## src/verilog/btb_consts.svh

```systemverilog
`ifndef BTB_CONSTS_SVH
`define BTB_CONSTS_SVH

// sizes of the branch target buffer

// number of fully associative entries
`define BTB_ENTRIES 64

// width of an instruction pointer and of a predicted target
`define BTB_EIP_W 32

// fetch-line pointer width
// upper bits of a 32-bit fetch address, 16-byte lines
`define BTB_FIP_W 28

`endif

```

## src/verilog/btb_pkg.sv

```systemverilog
`default_nettype none

`include "btb_consts.svh"

// shared types for the branch target buffer
package btb_pkg;

    // instruction pointer or predicted target address
    // also used as the stored tag, full EIP compare
    typedef logic [`BTB_EIP_W-1:0] eip_t;

    // fetch-line pointer
    // one for the even line, one for the odd line
    typedef logic [`BTB_FIP_W-1:0] fip_t;

    // one bit per entry
    // write enables, lookup matches, update matches,
    // and the one-hot victim pointer
    typedef logic [`BTB_ENTRIES-1:0] entry_vec_t;

    // per-entry payload buses are built as packed arrays of these,
    // e.g. eip_t [`BTB_ENTRIES-1:0], indexed by entry number

endpackage

`default_nettype wire

```

## src/verilog/btb_update_ctrl.sv

```systemverilog
`default_nettype none

`include "btb_consts.svh"

// writeback side of the buffer
// four-phase req/ack, one write strobe per request
module btb_update_ctrl (
    input  wire logic               clk,
    input  wire logic               arst_n,
    input  wire logic               upd_req,
    // valid entries whose tag equals upd_eip
    input  wire btb_pkg::entry_vec_t upd_hit_vec,
    output logic                    upd_ack,
    // one-hot, at most one bit per request
    output btb_pkg::entry_vec_t     wr_en
);

    import btb_pkg::*;

    // one-hot round-robin victim pointer
    entry_vec_t victim_q;
    // pointer after one rotation step
    entry_vec_t victim_next;
    // slot picked for this request
    entry_vec_t slot_sel;
    // new request seen at this edge
    logic       upd_start;
    // branch EIP already held by some entry
    logic       upd_hit;

    // req high and ack still low
    // marks the single cycle that writes
    assign upd_start = upd_req & ~upd_ack;

    // any entry already holds this EIP
    assign upd_hit = |upd_hit_vec;

    // rotate left by one, entry 63 wraps to entry 0
    assign victim_next = {victim_q[`BTB_ENTRIES-2:0], victim_q[`BTB_ENTRIES-1]};

    // rewrite in place on a hit
    // otherwise allocate the slot under the pointer
    assign slot_sel = upd_hit ? upd_hit_vec : victim_q;

    // strobe only in the start cycle
    // a long req does not write twice since ack is already up
    assign wr_en = upd_start ? slot_sel : '0;

    // ack register
    // rises at the edge that writes, holds while req holds,
    // falls one edge after req drops
    always_ff @(posedge clk or negedge arst_n) begin
        if (!arst_n) begin
            upd_ack <= 1'b0;
        end else if (upd_start) begin
            upd_ack <= 1'b1;
        end else if (!upd_req) begin
            upd_ack <= 1'b0;
        end
    end

    // victim pointer
    // starts at entry 0
    // moves only when a new slot is taken
    always_ff @(posedge clk or negedge arst_n) begin
        if (!arst_n) begin
            victim_q <= entry_vec_t'(1);
        end else if (upd_start && !upd_hit) begin
            victim_q <= victim_next;
        end
    end

    // in-place rewrites leave the pointer alone, so
    // the oldest allocation is still the next to go

endmodule

`default_nettype wire

```

## config.mk

```make
export PLATFORM = sky130hd
export DESIGN_NAME = btb_update_ctrl
export DESIGN_NICKNAME = d
export VERILOG_FILES = /design/src/verilog/btb_pkg.sv /design/src/verilog/btb_update_ctrl.sv
export VERILOG_INCLUDE_DIRS = /design/src /design/src/verilog
export SDC_FILE = /design/constraint.sdc
export NUM_CORES = 1
export LEC_CHECK = 0
export BUFFER_PORTS_ARGS = -buffer_cell sky130_fd_sc_hd__buf_2
export CORE_UTILIZATION = 49
export CTS_CLUSTER_DIAMETER = 120
export CTS_CLUSTER_SIZE = 20
export DETAILED_ROUTE_END_ITERATION = 8
export PLACE_DENSITY = 0.81
export SKIP_CTS_REPAIR_TIMING = 1
export SYNTH_ARGS = -nofsm -noshare
export SYNTH_HDL_FRONTEND = slang
export SYNTH_SLANG_ARGS = --single-unit
```

## constraint.sdc

```tcl
create_clock -name clk -period 2.06 [get_ports clk]
set_clock_uncertainty 0.1 [all_clocks]
set_input_delay 0.206 -clock clk [delete_from_list [all_inputs] [get_ports clk]]
set_output_delay 0.206 -clock clk [all_outputs]
set_load 0.02 [all_outputs]
```

==> results of run 1 <==
==> state kept, by name, summed over array words and instances (netlist names) <==
name      cells
victim_q     64
upd_ack       1
==> final timing paths <==
check | depth (start not counted) | end | slack (ps) | startpoint
max in group asynchronous | 3 | victim_q[2]$_DFFE_PN0P_ | 810 | arst_n
worst min register to register | 1 | victim_q[60]$_DFFE_PN0P_ | 440 | victim_q[59]$_DFFE_PN0P_
worst max-delay path | 9 | wr_en[26] | -500 | upd_hit_vec[41]
worst max register to register | 6 | victim_q[46]$_DFFE_PN0P_ | 180 | upd_ack$_DFFE_PN0P_
min in group asynchronous | 2 | victim_q[63]$_DFFE_PN0P_ | 320 | arst_n
worst min-delay path | 3 | victim_q[63]$_DFFE_PN0P_ | 220 | upd_req
==> critical path, cell delays in order <==
cell and delay, ps:
buf_2 110, nor4_2 410, nand4_1 280, nor4_4 330
and3b_4 280, buf_12 160, buf_8 140, a22o_1 190
buf_6 140
==> per-layer routing <==
metal	up-vias	global-route usage (%)	wire length [um]
met5	-	0	0
met4	0	10.5	439
met3	32	4.33	649
met2	158	37.3	5930
met1	1540	29.3	4440
li1	1363	-	-
==> synth_stat cells, drive strengths merged <==
cell / instances / area share [%]
nand3b: 1 / 0.23
buf: 15 / 5.8
a22o: 64 / 18
dfrtp: 64 / 48
mux2: 64 / 22
clkbuf: 7 / 0.79
nand4: 4 / 0.75
nor3b: 1 / 0.23
dfstp: 1 / 0.79
and3b: 1 / 0.26
nor4: 17 / 3.4
==> power breakdown <==
part | total, mW | switching (mW) | internal [mW]
logic | 0.484 | 0.237 | 0.246
clock network | 0.931 | 0.464 | 0.467
registers | 1.28 | 0.00173 | 1.28
total | 2.69 | 0.703 | 1.99
==> through the flow <==
step	instance area, um2	TNS (ps)	std cells	util (%)
2_1_floorplan	3320	-191	239	-
3_3_place_gp	4260	-51410	472	66.0
3_5_place_dp	4260	-59690	472	66.0
4_1_cts	4430	-37830	488	68.6
5_1_grt	5540	-39210	521	85.7
6_report	5540	-34390	521	85.7
==> cell type report <==
class                           count  share of cell area (%)
Multi-Input combinational cell    153                    31.3
Clock inverter                      3                   0.316
Timing Repair Buffer              210                    34.5
Tap cell                           77                    1.74
Clock buffer                       13                    2.69
Sequential cell                    65                    29.4
==> cells by family (layout without fill, tap and decap cells) <==
family	after synthesis	count (layout)	synth area share (%)
flip-flops	65	65	49.1
AO/OA/AOI/OAI	64	64	17.7
buffers and inverters	22	226	6.64
multiplexers	64	64	21.7
AND/OR/NAND/NOR	24	25	4.86
==> summary.txt, run 1 <==
Outcome
  – Status: finished, violations left
  – Failing checks: DRC, setup timing

STA
  – Final Hold Slack: 220 ps
  – Max Freq: 391 MHz
  – Final worst-path cycle share: 124%
  – Minimum clock period: 2560 ps
  – Post-layout worst setup margin: -500 ps
  – Fin. max-slew vios: 0
  – Final setup viols: 110
  – RSZ-0062 raised after global routing: yes
  – Worst rel slew slack: 57.0%
  – Final hold viol count: 0
  – Worst-margin pin slew: 644 ps

Critical path
  – WP data arrival: 2250 ps
  – Critical Path RT: 1750 ps
  – Crit end category: primary output
  – Critical path type: in -> out
  – Worst Path Max Fanout: 8
  – Startpoint Class: primary input

Power
  – Worst vdd ir: 0.429 mV
  – Power per standard cell area: 486 nW/um2
  – Final Power: 2.69 mW
  – Leakage: 2.85 nW

CTS
  – CTS Root Cell: clkbuf_8
  – Clock transition at path regs: 80 ps
  – TritonCTS Buffers: 9
  – H-Tree Depth: 3
  – Worst skew pair latency: 340 ps
  – CTS tree: yes
  – Clk buf depth: 2
  – Clk sinks: 65

Logic synthesis
  – Syn Inst Count: 239
  – Post-synthesis sequential area ratio: 49.1%
  – Synthesis Warnings: 0
  – Mapped Area: 3320 um2
  – Flops & latches, synth: 65
  – Distinct cell type count after synthesis: 15
  – Syn_nets: 306
  – Mean Syn Cell Area: 13.9 um2

Floorplanning
  – Core Area: 6460 um2
  – Top Ports: 132
  – Initial core utilization: 51.4%
  – Die area: 7100 um2
  – Row Count: 29
  – Die W: 84.3 um
  – Die H: 84.3 um

Routing
  – Antenna-violating nets left: 0
  – Vias per inst: 5.94
  – DR pass1 iterations: 6
  – WL/cell: 22.0 um
  – Routed vias: 3093
  – Final WL: 11500 um
  – Drt initial violations: 101
  – Drt drc: 24

GRT
  – Global-route wire length before repair: 12500 um
  – Vias in the first global route: 2610
  – GRT Util Overall: 22.7%
  – Antenna violations before repair: 0
  – Total congestion overflow: 0
  – Largest net degree at the start of global routing: 35

Final layout
  – Most frequent cells in the layout: 66 x buf_2, 64 x dfrtp_1, 63 x buf_4
  – Register area: 1630 um2
  – Layout cells sized above 1: 72.3%
  – Commonest non-fill, non-tap cell in the layout: buf_2
  – Fill cell count: 321
  – Final net count: 506
  – Multi-input gate area: 1730 um2
  – Diodes inserted: 0
  – Area growth syn-to-layout: 66.9%

Place
  – # port buffers: 131
  – Final GP Congestion: 0.816
  – DPL Wire Length: 6060 um
  – Place WS: -528 ps

Min path
  – Min-Delay Path Class: in -> reg

Job
  – Maximum capacitance violations: 0
Note: power is estimated with default switching activity, not from simulation.
==> inputs of run 2 (changes only) <==
--- a/config.mk
+++ b/config.mk
@@ -7,11 +7,11 @@
 export NUM_CORES = 1
 export LEC_CHECK = 0
 export BUFFER_PORTS_ARGS = -buffer_cell sky130_fd_sc_hd__buf_2
-export CORE_UTILIZATION = 49
+export CORE_UTILIZATION = 44
 export CTS_CLUSTER_DIAMETER = 120
 export CTS_CLUSTER_SIZE = 20
 export DETAILED_ROUTE_END_ITERATION = 8
-export PLACE_DENSITY = 0.81
+export PLACE_DENSITY = 0.76
 export SKIP_CTS_REPAIR_TIMING = 1
 export SYNTH_ARGS = -nofsm -noshare
 export SYNTH_HDL_FRONTEND = slang
==> constraint.sdc (replaced) <==
create_clock -name clk -period 2.1 [get_ports clk]
set_clock_uncertainty 0.1 [all_clocks]
set_input_delay 0.21 -clock clk [delete_from_list [all_inputs] [get_ports clk]]
set_output_delay 0.21 -clock clk [all_outputs]
set_load 0.02 [all_outputs]
==> run 2 against run 1 <==
Against the previous run: the run ends with setup timing left; critical path depth is the same; non-clock buffer count rose by 3; count of clock-buffer cells in the layout decreased by 2; first-iteration DRC count increased by 68%; cell area grew 4.4%; worst hold slack improved by 29 ps; core utilization shrank 6.0 points; register-to-register slack got worse by 100 ps; sequential share of layout area is 1.2 points lower.
==> summary.txt, run 2 (synthesis results as in run 1) <==
Place
  – # port buffers: 131
  – Area after DPL: 4220 um2
  – Final GP Congestion: 0.707
  – DPL Wire Length: 5750 um

Final layout
  – Design area: 5780 um2
  – Most frequent cells in the layout: 73 x buf_6, 70 x buf_2, 64 x dfrtp_1
  – Final net count: 510
  – Commonest non-fill, non-tap cell in the layout: buf_6
  – Layout cells sized above 1: 73.0%
  – Biggest regs: victim_q x64, upd_ack x1
  – Number of flip-flops in the largest register: 64
  – Area growth syn-to-layout: 74.3%
  – Post-layout util: 79.7%
  – Most flops, register: victim_q
  – Fill cell count: 399
  – Diodes inserted: 0

Critical path
  – Startpoint Class: primary input
  – Critical path type: in -> out
  – FF-to-FF path depth: 8
  – Critical Path RT: 1790 ps
  – Reg-to-reg endpoint: victim_q[56]$_DFFE_PN0P_
  – Worst Path Max Fanout: 7
  – WP data arrival: 2540 ps
  – FF-to-FF setup slack: 80 ps
  – Crit end category: primary output
  – Worst r2r src: upd_ack$_DFFE_PN0P_
  – CP startpoint: upd_hit_vec[49]

Outcome
  – Failing checks: setup timing
  – Status: finished, violations left

STA
  – Worst rel slew slack: 51.0%
  – Final worst-path cycle share: 136%
  – Post-layout worst setup margin: -752 ps
  – Worst-margin pin slew: 728 ps
  – Minimum clock period: 2850 ps
  – Final hold viol count: 0
  – Max Freq: 351 MHz
  – Final setup viols: 128
  – TNS Setup: -74600 ps
  – Fin. max-slew vios: 0
  – RSZ-0062 raised after global routing: yes

CTS
  – CTS Root Cell: clkbuf_8
  – CTS tree: yes
  – H-Tree Depth: 3
  – Clk sinks: 65
  – TritonCTS Buffers: 9
  – Clock transition at path regs: 80 ps
  – Worst skew pair latency: 340 ps
  – Clk buf depth: 2

Floorplanning
  – Initial core utilization: 45.7%
  – Top Ports: 132
  – Die area: 7890 um2
  – Row Count: 31
  – Die W: 88.8 um
  – Die H: 88.8 um
  – Core Area: 7250 um2

Power
  – Power per standard cell area: 483 nW/um2
  – Final Power: 2.79 mW
  – Leakage: 2.92 nW
  – Worst vdd ir: 0.461 mV

Min path
  – Min-Delay Path Class: in -> async

GRT
  – Antenna violations before repair: 0
  – Largest net degree at the start of global routing: 46
  – Vias in the first global route: 2392
  – Total congestion overflow: 0
  – Global-route wire length before repair: 11500 um
  – GRT Util Overall: 19.6%

Routing
  – Antenna-violating nets left: 0
  – Drt drc: 0
  – Drt initial violations: 170
  – WL/cell: 23.2 um
  – Routed vias: 3170
  – Final WL: 12700 um
  – Vias per inst: 5.80
  – DR pass1 iterations: 4

Job
  – Maximum capacitance violations: 0
[run 2: cell types whose count changed in the layout (fill, tap and decap cells not counted), sizes merged]
cell      delta
clkinvlp     +1
buf          -1
bufinv       +1
clkbuf       +2
nor3b        +1
[run 2: worst max-delay path by stage]
stage | slack [ps] | to
2_1_floorplan | 20 | wr_en[22]
3_3_place_gp | -500 | wr_en[57]
3_5_place_dp | -480 | wr_en[36]
4_1_cts | -500 | wr_en[17]
5_1_grt | -860 | wr_en[32]
6_report | -750 | wr_en[32]
[run 2: cell type report]
cell class / instances / area (um2) / share of cell area [%]
timing repair buffer: 213 / 2050 / 35.4
multi-input combinational: 154 / 1790 / 30.9
sequential: 65 / 1630 / 28.1
clock buffer: 11 / 141 / 2.44
tap: 99 / 124 / 2.14
clock inverter: 5 / 55.1 / 0.952
[run 2: per-layer routing]
metal | up-vias | routed length (um) | GRT usage, %
met4 | 0 | 400 | 7.48
met3 | 36 | 887 | 3.64
li1 | 1365 | - | -
met5 | - | 0 | 0
met1 | 1595 | 5050 | 26.2
met2 | 174 | 6370 | 31.9
[run 2: report_power, final]
| part | internal (mW) | switching, mW |
|---|---|---|
| clock | 0.577 | 0.478 |
| combinational | 0.245 | 0.237 |
| sequential | 1.25 | 0.00262 |
[run 2: metrics by stage]
stage	std cells	hold WS (ps)	setup WS (ps)
floorplan	239	-186	21.4
global placement	485	56.2	-497
detailed placement	485	58.2	-479
CTS	501	-307	-498
global route	547	284	-861
finish	547	249	-752
[run 2: worst max-delay path, cell delays in order]
cell and delay [ps]:
buf_2 110, nor4_1 650, nand4_1 290, nor4_2 390, and3b_4 280, buf_12 160, clkbuf_16 150, a22o_2 170
buf_6 120
