--- src/verilog/btb_consts.svh ---
`ifndef BTB_CONSTS_SVH
`define BTB_CONSTS_SVH

// sizes of the branch target buffer

// number of fully associative entries
`define BTB_ENTRIES 64

// width of an instruction pointer and of a predicted target
`define BTB_EIP_W 32

// fetch-line pointer width
// upper bits of a 32-bit fetch address, 16-byte lines
`define BTB_FIP_W 28

`endif

--- src/verilog/btb_pkg.sv ---
`default_nettype none

`include "btb_consts.svh"

// shared types for the branch target buffer
package btb_pkg;

    // instruction pointer or predicted target address
    // also used as the stored tag, full EIP compare
    typedef logic [`BTB_EIP_W-1:0] eip_t;

    // fetch-line pointer
    // one for the even line, one for the odd line
    typedef logic [`BTB_FIP_W-1:0] fip_t;

    // one bit per entry
    // write enables, lookup matches, update matches,
    // and the one-hot victim pointer
    typedef logic [`BTB_ENTRIES-1:0] entry_vec_t;

    // per-entry payload buses are built as packed arrays of these,
    // e.g. eip_t [`BTB_ENTRIES-1:0], indexed by entry number

endpackage

`default_nettype wire

--- src/verilog/btb_entry.sv ---
`default_nettype none

// one fully associative entry
// valid, full EIP tag, target and both line pointers
module btb_entry (
    input  wire logic          clk,
    input  wire logic          arst_n,
    // load strobe from the update controller
    input  wire logic          wr,
    input  wire btb_pkg::eip_t wr_eip,
    input  wire btb_pkg::eip_t wr_target,
    input  wire btb_pkg::fip_t wr_fip_e,
    input  wire btb_pkg::fip_t wr_fip_o,
    // fetch address, compared every cycle
    input  wire btb_pkg::eip_t lookup_eip,
    // writeback address, compared for in-place rewrite
    input  wire btb_pkg::eip_t upd_eip,
    output logic               lk_match,
    output logic               upd_match,
    output btb_pkg::eip_t      target,
    output btb_pkg::fip_t      fip_e,
    output btb_pkg::fip_t      fip_o
);

    import btb_pkg::*;

    logic valid_q;
    eip_t tag_q;
    eip_t target_q;
    fip_t fip_e_q;
    fip_t fip_o_q;

    // valid goes up on first write, only reset clears it
    always_ff @(posedge clk or negedge arst_n) begin
        if (!arst_n) begin
            valid_q <= 1'b0;
        end else if (wr) begin
            valid_q <= 1'b1;
        end
    end

    // payload, all fields load together
    // contents of an invalid entry never reach the selector
    always_ff @(posedge clk) begin
        if (wr) begin
            tag_q    <= wr_eip;
            target_q <= wr_target;
            fip_e_q  <= wr_fip_e;
            fip_o_q  <= wr_fip_o;
        end
    end

    // tag compares, both qualified by valid
    assign lk_match  = valid_q & (tag_q == lookup_eip);
    assign upd_match = valid_q & (tag_q == upd_eip);

    // payload out to the hit selector
    assign target = target_q;
    assign fip_e  = fip_e_q;
    assign fip_o  = fip_o_q;

endmodule

`default_nettype wire

--- config.mk ---
export PLATFORM = sky130hd
export DESIGN_NAME = btb_entry
export DESIGN_NICKNAME = d
export VERILOG_FILES = /design/src/verilog/btb_pkg.sv /design/src/verilog/btb_entry.sv
export VERILOG_INCLUDE_DIRS = /design/src /design/src/verilog
export SDC_FILE = /design/constraint.sdc
export NUM_CORES = 1
export LEC_CHECK = 0
export ABC_CLOCK_PERIOD_IN_PS = 1500
export BUFFER_PORTS_ARGS = -buffer_cell sky130_fd_sc_hd__buf_4
export CAP_MARGIN = 20
export CORE_MARGIN = 8
export CORE_UTILIZATION = 39
export CTS_BUF_LIST = sky130_fd_sc_hd__clkbuf_8
export CTS_CLUSTER_SIZE = 20
export DETAILED_ROUTE_END_ITERATION = 7
export GPL_ROUTABILITY_DRIVEN = 0
export PLACE_DENSITY = 0.77
export SETUP_SLACK_MARGIN = 0.1
export SLEW_MARGIN = 20
export SYNTH_ARGS = -nofsm -noshare
export SYNTH_HDL_FRONTEND = slang
export SYNTH_SLANG_ARGS = --single-unit
export TNS_END_PERCENT = 5
--- constraint.sdc ---
create_clock -name clk -period 1.5 [get_ports clk]
set_clock_uncertainty 0.2 [all_clocks]
set_input_delay 0.3 -clock clk [delete_from_list [all_inputs] [get_ports clk]]
set_output_delay 0.3 -clock clk [all_outputs]
set_load 0.01 [all_outputs]
==> impl_metrics.ini, run 1 <==
[setup_path]
r2r_slack_ns = 0.47
crit_path_end_kind = output port
path_class = flip-flop to output port
r2r_end = valid_q$_DFFE_PN0P_
critPathArrivalTime_ns = 1.94
ff2ff_path_depth = 1
cp_max_fo = 2
r2r-start = valid_q$_DFFE_PN0P_
required_ns = 1.00
cp-start-kind = flip-flop

[timing]
fmax_ghz = 0.4103
hold_viol_final = 0
finalCriticalPeriod_ns = 2.437
tns_ns = -1.971
report.final.setup_viol = 15
rsz0062_at_grt = true
fin_crit_sh_pct = 162.5
relSlewSlack_pct = 75.28
worst_pin_slew_ns = 0.3695
worst_slack_ns = -0.9373
finalMaxSlewViolations = 0

[die]
ioPinCount = 277
rows = 38
die_h_um = 121.6
die_w_um = 121.6
die-area_um2 = 14780
core_um2 = 10840
start_util_pct = 40.09

[clocking]
cts_made_buffers = 17
cts_tree = done
clockBufferDepth = 2
cts-root-buf = clkbuf_8
htreeDepth = 4
clkSlewWorstSetupHoldPaths_ns = 0.08
post_cts_buffers = 0
clock-sinks = 121
clk_latency_ns = 0.43

[routing]
wire_per_inst_um = 23.70
drcViolationCount = 0
routed_via_density = 4.619
dr.pass1.iters = 4
postRouteAntennaNets = 0
vias = 3677
drt_iter0_drc = 188
drt_wl_total_um = 18870

[synthesis]
yosysSeqAreaShare_pct = 83.50
syn-num-nets = 397
syn_area_um2 = 4345
ys_top_cells_by_area = edfxtp_1 83%, xor2_1 12%, nor4_1 2.0%
netlist_instances = 210
synth_top_area_share_pct = 82.93
yosysTopAreaCell = edfxtp_1
synth_cell_type_count = 10
postSynthAreaPerCell_um2 = 20.69
synth-seq-cells = 121
yosys_warnings = 0

[global_route]
overflow = 0
antenna_found_initial = 1
grt.total_usage_pct = 25.13
grt_pass1_vias = 4459
grt_pass1_wl_um = 27040
grt_max_degree = 38

[power_and_ir_drop]
p_seq_share_pct = 46.9
p_sw_share_pct = 25.25
power_density_nw_per_um2 = 1022
p_int_w = 0.006690
p_comb_share_pct = 17.5
peakVddDrop_mv = 0.9140
switchingPower_w = 0.002260
p_clk_share_pct = 35.6
p_leak_nw = 3.707
finalPower_w = 0.008950

[cells_and_area]
final_common_cell = buf_4
design_area_um2 = 8761
layout_common_cells = 201 x buf_4, 122 x dlygate4sd3_1, 120 x edfxtp_1
drive_gt1_share_pct = 50.69
ff_latch_area_um2 = 3628
fill_cells = 563
syn2layout_area_growth_pct = 101.6
multi_input_area_um2 = 760.7
fin_nets = 829

[placed_design]
io_buffers = 276
dp_hpwl_um = 11480
postPlaceCellArea_um2 = 6743
place_ws_ns = -0.5819

[status]
status = finished with violations
violations = setup timing

[min_path]
hold_end = tag_q[13]$_DFFE_PP_
holdCritPathClass = primary input to flip-flop
hold_depth = 1
min_from = wr

[flow_run]
cap_violations = 0
==> per-layer routing <==
layer  routed length [um]  global-route usage (%)
met1                 6225                   24.11
met2                10090                   46.14
met3                 2077                   11.94
met4                  468                   8.558
met5                    0                       0
==> power by group through the flow <==
stage / Combinational (W) / Clock, W / Sequential [W]
floorplan: 0.000151 / 0 / 0.00430
detailed placement: 0.00112 / 0 / 0.00420
finish: 0.00156 / 0.00319 / 0.00420
global placement: 0.00110 / 0 / 0.00419
CTS: 0.00151 / 0.00316 / 0.00417
global route: 0.00165 / 0.00337 / 0.00422
==> worst max-delay path, stage by stage, from the launching register on <==
cell and delay [ns]:
edfxtp_1 0.42, xor2_1 0.18, nor4_1 0.36, nand4_1 0.22, nor3_2 0.18, buf_4 0.16
==> synth_stat cells <==
cell type  count
edfxtp_1     120
nor3_2         2
nor4_1        14
xor2_1        62
nand4_1        2
or2_2          1
nand3_1        4
dfrtp_1        1
xnor2_1        2
nor3_1         2
==> sequential cells by signal, summed over array words and instances (netlist names) <==
register	count
tag_q	32
target	32
fip_e	28
fip_o	28
valid_q	1
==> cell families after synthesis <==
logic type	count (synthesis)	share of synthesized area (%)
simple gates	25	3.599
flops	121	83.50
xor+xnor	64	12.90
==> final cells by class <==
| type | instances | area share (%) |
|---|---|---|
| Antenna cell | 1 | 0.02856 |
| Clock buffer | 17 | 2.671 |
| Clock inverter | 15 | 2.171 |
| Multi-Input combinational cell | 89 | 8.683 |
| Sequential cell | 121 | 41.42 |
| Tap cell | 140 | 1.999 |
| Timing Repair Buffer | 413 | 43.03 |
==> through the flow <==
step	hold WS [ns]	instances	util (%)
after floorplan	-0.1956	210	-
after global placement	-0.1174	641	62.20
after detailed placement	-0.1202	641	62.20
after CTS	0.01395	795	80.45
after global routing	0.02189	796	80.82
final	0.04808	796	80.82
==> repair_timing <==
action	4_1_cts	5_1_grt
pin swaps	1	2
hold buffers	122	0
endpoints found under the hold margin	121	0
gates resized for setup	88	6
setup endpoints to repair	90	90
==> how the worst max path moves through the flow <==
stage | from | end | slack (ns) | cells after the start
global route | tag_q[2]$_DFFE_PP_ | lk_match | -1.05 | 6
detailed placement | tag_q[24]$_DFFE_PP_ | lk_match | -0.58 | 6
finish | tag_q[1]$_DFFE_PP_ | lk_match | -0.94 | 5
CTS | tag_q[3]$_DFFE_PP_ | lk_match | -1.05 | 6
global placement | tag_q[10]$_DFFE_PP_ | lk_match | -0.55 | 5
floorplan | tag_q[6]$_DFFE_PP_ | upd_match | -0.16 | 4
Note: power is estimated with default switching activity, not from simulation.
==> run 2: changes to the inputs <==
CORE_MARGIN = unset   (was 8)
==> run 2 against run 1 <==
Against the previous run:
- the run still ends with setup timing left
- first-iteration DRC count up 1.6%
- via count is 1.2% lower
- design area is 0.34% lower
- die area shrank 22%
- largest cell class unchanged
==> impl_metrics.ini, run 2 (synthesis results as in run 1) <==
[global_route]
antenna_found_initial = 0
grt_pass1_wl_um = 21530
grt_max_degree = 47
grt.total_usage_pct = 26.61
overflow = 0
grt_pass1_vias = 4112

[timing]
report.final.setup_viol = 5
fmax_ghz = 0.4246
worst_pin_slew_ns = 0.3546
fin_crit_sh_pct = 157.0
finalCriticalPeriod_ns = 2.355
relSlewSlack_pct = 76.14
rsz0062_at_grt = true
finalMaxSlewViolations = 0
hold_viol_final = 0
worst_slack_ns = -0.8554

[power_and_ir_drop]
p_seq_share_pct = 49.3
peakVddDrop_mv = 0.8316
power_density_nw_per_um2 = 971.8
p_leak_nw = 3.705
p_comb_share_pct = 18.0
finalPower_w = 0.008485
p_clk_share_pct = 32.7
switchingPower_w = 0.002028
p_sw_share_pct = 23.90
p_int_w = 0.006457

[cells_and_area]
syn2layout_area_growth_pct = 100.9
fin_nets = 833
antenna_cells = 0
fill_cells = 567
fin_util_pct = 80.54
layout_common_cells = 204 x buf_4, 122 x dlygate4sd3_1, 120 x edfxtp_1
design_area_um2 = 8731
final_common_cell = buf_4
drive_gt1_share_pct = 50.46

[clocking]
cts_made_buffers = 17
cts_tree = done
clockBufferDepth = 2
clock-sinks = 121
htreeDepth = 4
clk_latency_ns = 0.42
cts-root-buf = clkbuf_8
clkSlewWorstSetupHoldPaths_ns = 0.07

[routing]
drcViolationCount = 0
dr.pass1.iters = 4
wire_per_inst_um = 19.06
routed_via_density = 4.553
drt_iter0_drc = 191
vias = 3633
drt_wl_total_um = 15210
postRouteAntennaNets = 0

[die]
start_util_pct = 40.09
die_h_um = 107.6
rows = 38
ioPinCount = 277
die-area_um2 = 11570
die_w_um = 107.6
core_um2 = 10840

[status]
status = finished with violations
violations = setup timing

[setup_path]
critPathArrivalTime_ns = 1.86
path_class = flip-flop to output port
cp_slowest_stage_delay_ns = 0.43
cp_slowest_cell = edfxtp_1
r2r_slack_ns = 0.47
required_ns = 1.00
r2r_end = valid_q$_DFFE_PN0P_
crit_start = tag_q[9]$_DFFE_PP_
crit_chain = xor2_1, nor4_2, buf_4, nand4_1, nor3_2, buf_4
worstSetupEndpoint = upd_match
ff2ff_path_depth = 1
cp_max_fo = 2
cp-start-kind = flip-flop
r2r-start = valid_q$_DFFE_PN0P_
crit_top_cell = buf_4
crit_path_end_kind = output port

[placed_design]
dp_hpwl_um = 9183
postPlaceCellArea_um2 = 6765
io_buffers = 276
place_ws_ns = -0.5240

[flow_run]
cap_violations = 0

[min_path]
hold_depth = 1
holdCritPathClass = primary input to flip-flop
## run 2: routing by layer
metal / vias up / part of all wire, % / GRT usage [%]
met5: - / 0 / 0
met4: 0 / 2.1 / 9.883
met3: 24 / 8.1 / 9.262
met2: 199 / 55 / 49.50
met1: 1737 / 34 / 27.17
li1: 1673 / - / -
## run 2: how the worst min path moves through the flow
stage	start	to	slack (ns)
4_1_cts	wr	target[7]$_DFFE_PP_	0.02
2_1_floorplan	arst_n	valid_q$_DFFE_PN0P_	-0.20
3_3_place_gp	arst_n	valid_q$_DFFE_PN0P_	-0.12
5_1_grt	wr	target[7]$_DFFE_PP_	0.02
6_report	wr	target[7]$_DFFE_PP_	0.05
3_5_place_dp	arst_n	valid_q$_DFFE_PN0P_	-0.12
## run 2: area by class of cell
class | instances | area [um2] | area share (%)
clock inverters | 14 | 135.1 | 1.548
flip-flops and latches | 121 | 3628 | 41.56
repair buffers | 417 | 3804 | 43.57
clock buffers | 17 | 234.0 | 2.680
well taps | 140 | 175.2 | 2.006
multi-input cells | 89 | 754.5 | 8.641
## run 2: worst max-delay path: cells and delay by family (launching register included)
family	cells	cell delay, ns
buf+inv	2	0.30
flops	1	0.43
xor+xnor	1	0.20
simple gates	3	0.52
## run 2: timing repair
| action | in CTS | in global routing |
|---|---|---|
| resized for setup | 92 | 2 |
| hold endpoints to repair | 121 | 0 |
| endpoints found under the setup margin | 90 | 90 |
| setup buffers | 0 | 1 |
| hold buffers | 122 | 0 |
| pin swaps | 2 | 3 |
## run 2: power groups by stage
stage,Clock (W),Sequential (W),Combinational [W]
detailed placement,0,0.00420,0.00110
global placement,0,0.00419,0.00108
floorplan,0,0.00430,0.000151
CTS,0.00278,0.00417,0.00149
global route,0.00297,0.00421,0.00161
finish,0.00277,0.00419,0.00153
## run 2: stage by stage
step / setup TNS [ns] / cells / hold WS, ns
4_1_cts: -1.833 / 797 / 0.02394
3_5_place_dp: -1.021 / 644 / -0.1206
6_report: -1.733 / 798 / 0.05131
3_3_place_gp: -1.051 / 644 / -0.1247
2_1_floorplan: -0.3219 / 210 / -0.1956
5_1_grt: -2.898 / 798 / 0.01758
==> run 3: changes to the inputs <==
CORE_UTILIZATION = 31   (was 39)
CTS_BUF_LIST = sky130_fd_sc_hd__clkbuf_16   (was sky130_fd_sc_hd__clkbuf_8)
PLACE_DENSITY = unset   (was 0.77)
==> run 3 against run 2 <==
Against the previous run:
- the flow still finishes with violations (setup timing)
- critical path depth unchanged
- flip-flop and latch count unchanged
- wire length up 5.2%
- combinational power up 3%
- highest routed layer unchanged
- critical path type unchanged
- critical endpoint is now lk_match
- largest cell class unchanged
- setup slack better by 0.011 ns
==> impl_metrics.ini, run 3 (synthesis results as in run 1) <==
[status]
status = finished with violations
violations = setup timing

[routing]
routed_via_density = 4.339
drt_wl_total_um = 16000
wire_per_inst_um = 19.05
vias = 3645
drcViolationCount = 0
postRouteAntennaNets = 0
dr.pass1.iters = 4
drt_iter0_drc = 190

[placed_design]
postPlaceCellArea_um2 = 6833
io_buffers = 276
dp_hpwl_um = 10490

[cells_and_area]
final_common_cell = buf_4
syn2layout_area_growth_pct = 107.4
layout_common_cells = 208 x buf_4, 122 x dlygate4sd3_1, 120 x edfxtp_1
fin_nets = 838
design_area_um2 = 9011
drive_gt1_share_pct = 51.43

[clocking]
clockBufferDepth = 2
cts_made_buffers = 17
clk_latency_ns = 0.41
cts_tree = done
cts-root-buf = clkbuf_16
clock-sinks = 121
htreeDepth = 4
clkSlewWorstSetupHoldPaths_ns = 0.05

[global_route]
grt_pass1_wl_um = 23400
grt_max_degree = 31
grt.total_usage_pct = 22.74
overflow = 0
antenna_found_initial = 1
grt_pass1_vias = 4233

[power_and_ir_drop]
power_density_nw_per_um2 = 1048
p_int_w = 0.007275
p_leak_nw = 3.809
p_seq_share_pct = 44.3
p_clk_share_pct = 39.0
p_comb_share_pct = 16.7
peakVddDrop_mv = 0.7535
switchingPower_w = 0.002169
p_sw_share_pct = 22.96

[setup_path]
critPathArrivalTime_ns = 1.84
r2r_slack_ns = 0.48
cp-start-kind = flip-flop
cp_max_fo = 2
crit_path_end_kind = output port
path_class = flip-flop to output port
required_ns = 1.00

[die]
die_w_um = 120.4
die_h_um = 120.4
core_um2 = 13450
die-area_um2 = 14500
rows = 42
start_util_pct = 32.30
ioPinCount = 277

[min_path]
holdCritPathClass = primary input to flip-flop

[timing]
finalMaxSlewViolations = 0
report.final.setup_viol = 2
worst_slack_ns = -0.8447
fmax_ghz = 0.4265
fin_crit_sh_pct = 156.3
timing.hold.ws_ns = 0.09688
relSlewSlack_pct = 77.35
worst_pin_slew_ns = 0.3366
rsz0062_at_grt = true
finalCriticalPeriod_ns = 2.345
hold_viol_final = 0

[flow_run]
cap_violations = 0
-- run 3: cell types whose count changed in the layout (fill, tap and decap cells not counted), sizes merged --
| cell | before | now |
|---|---|---|
| diode | 0 | 1 |
| inv | 1 | 2 |
| buf | 295 | 300 |
| bufinv | 2 | 1 |
-- run 3: final cells by class --
type | count | area, um2
diodes | 1 | 2.502
clock buffers | 17 | 425.4
clock inverters | 14 | 110.1
fillers | 925 | 4442
multi-input cells | 89 | 779.5
flip-flops and latches | 121 | 3628
well taps | 176 | 220.2
repair buffers | 422 | 3845
-- run 3: worst paths after layout --
check / from / end / cells after the start
worst max-delay path: tag_q[30]$_DFFE_PP_ / lk_match / 6
worst max register to register: valid_q$_DFFE_PN0P_ / valid_q$_DFFE_PN0P_ / 1
worst min register to register: valid_q$_DFFE_PN0P_ / valid_q$_DFFE_PN0P_ / 1
min in group asynchronous: arst_n / valid_q$_DFFE_PN0P_ / 3
worst min-delay path: wr / fip_e[22]$_DFFE_PP_ / 1
max in group asynchronous: arst_n / valid_q$_DFFE_PN0P_ / 3
-- run 3: worst max-delay path, stage by stage, from the launching register on --
cell and delay (ns):
edfxtp_1 0.41, xor2_1 0.16, nor4_1 0.29, buf_4 0.16
nand4_1 0.14, nor3_2 0.15, buf_4 0.14
-- run 3: repair_timing --
action,4_1_cts,5_1_grt
hold buffers,122,0
buffers inserted,3,0
setup endpoints to repair,90,90
gates cloned,0,0
pin swaps,8,3
hold endpoints to repair,121,0
resized for setup,93,6
-- run 3: per-stage QoR --
step	total power (W)	cells	worst slack, ns	setup TNS [ns]	util (%)
floorplan	0.004447	210	-0.1629	-0.3219	-
global placement	0.005317	683	-0.5441	-1.034	50.79
detailed placement	0.005337	683	-0.5729	-1.052	50.79
CTS	0.009461	839	-0.9266	-1.800	66.68
global route	0.009799	840	-0.9976	-1.991	66.98
finish	0.009444	840	-0.8447	-1.676	66.98
-- run 3: per-layer routing --
metal	up-vias	track usage [%]	share of wire, %
met3	21	11.13	10
met1	1758	22.54	34
met4	0	8.102	1.7
met5	-	0	0
met2	180	40.84	54
li1	1686	-	-
-- run 3: power by group through the flow --
stage | clock network, W | logic [W] | registers [W]
detailed placement | 0 | 0.00114 | 0.00420
global placement | 0 | 0.00113 | 0.00419
floorplan | 0 | 0.000151 | 0.00430
CTS | 0.00375 | 0.00154 | 0.00417
finish | 0.00369 | 0.00157 | 0.00418
global route | 0.00392 | 0.00167 | 0.00421
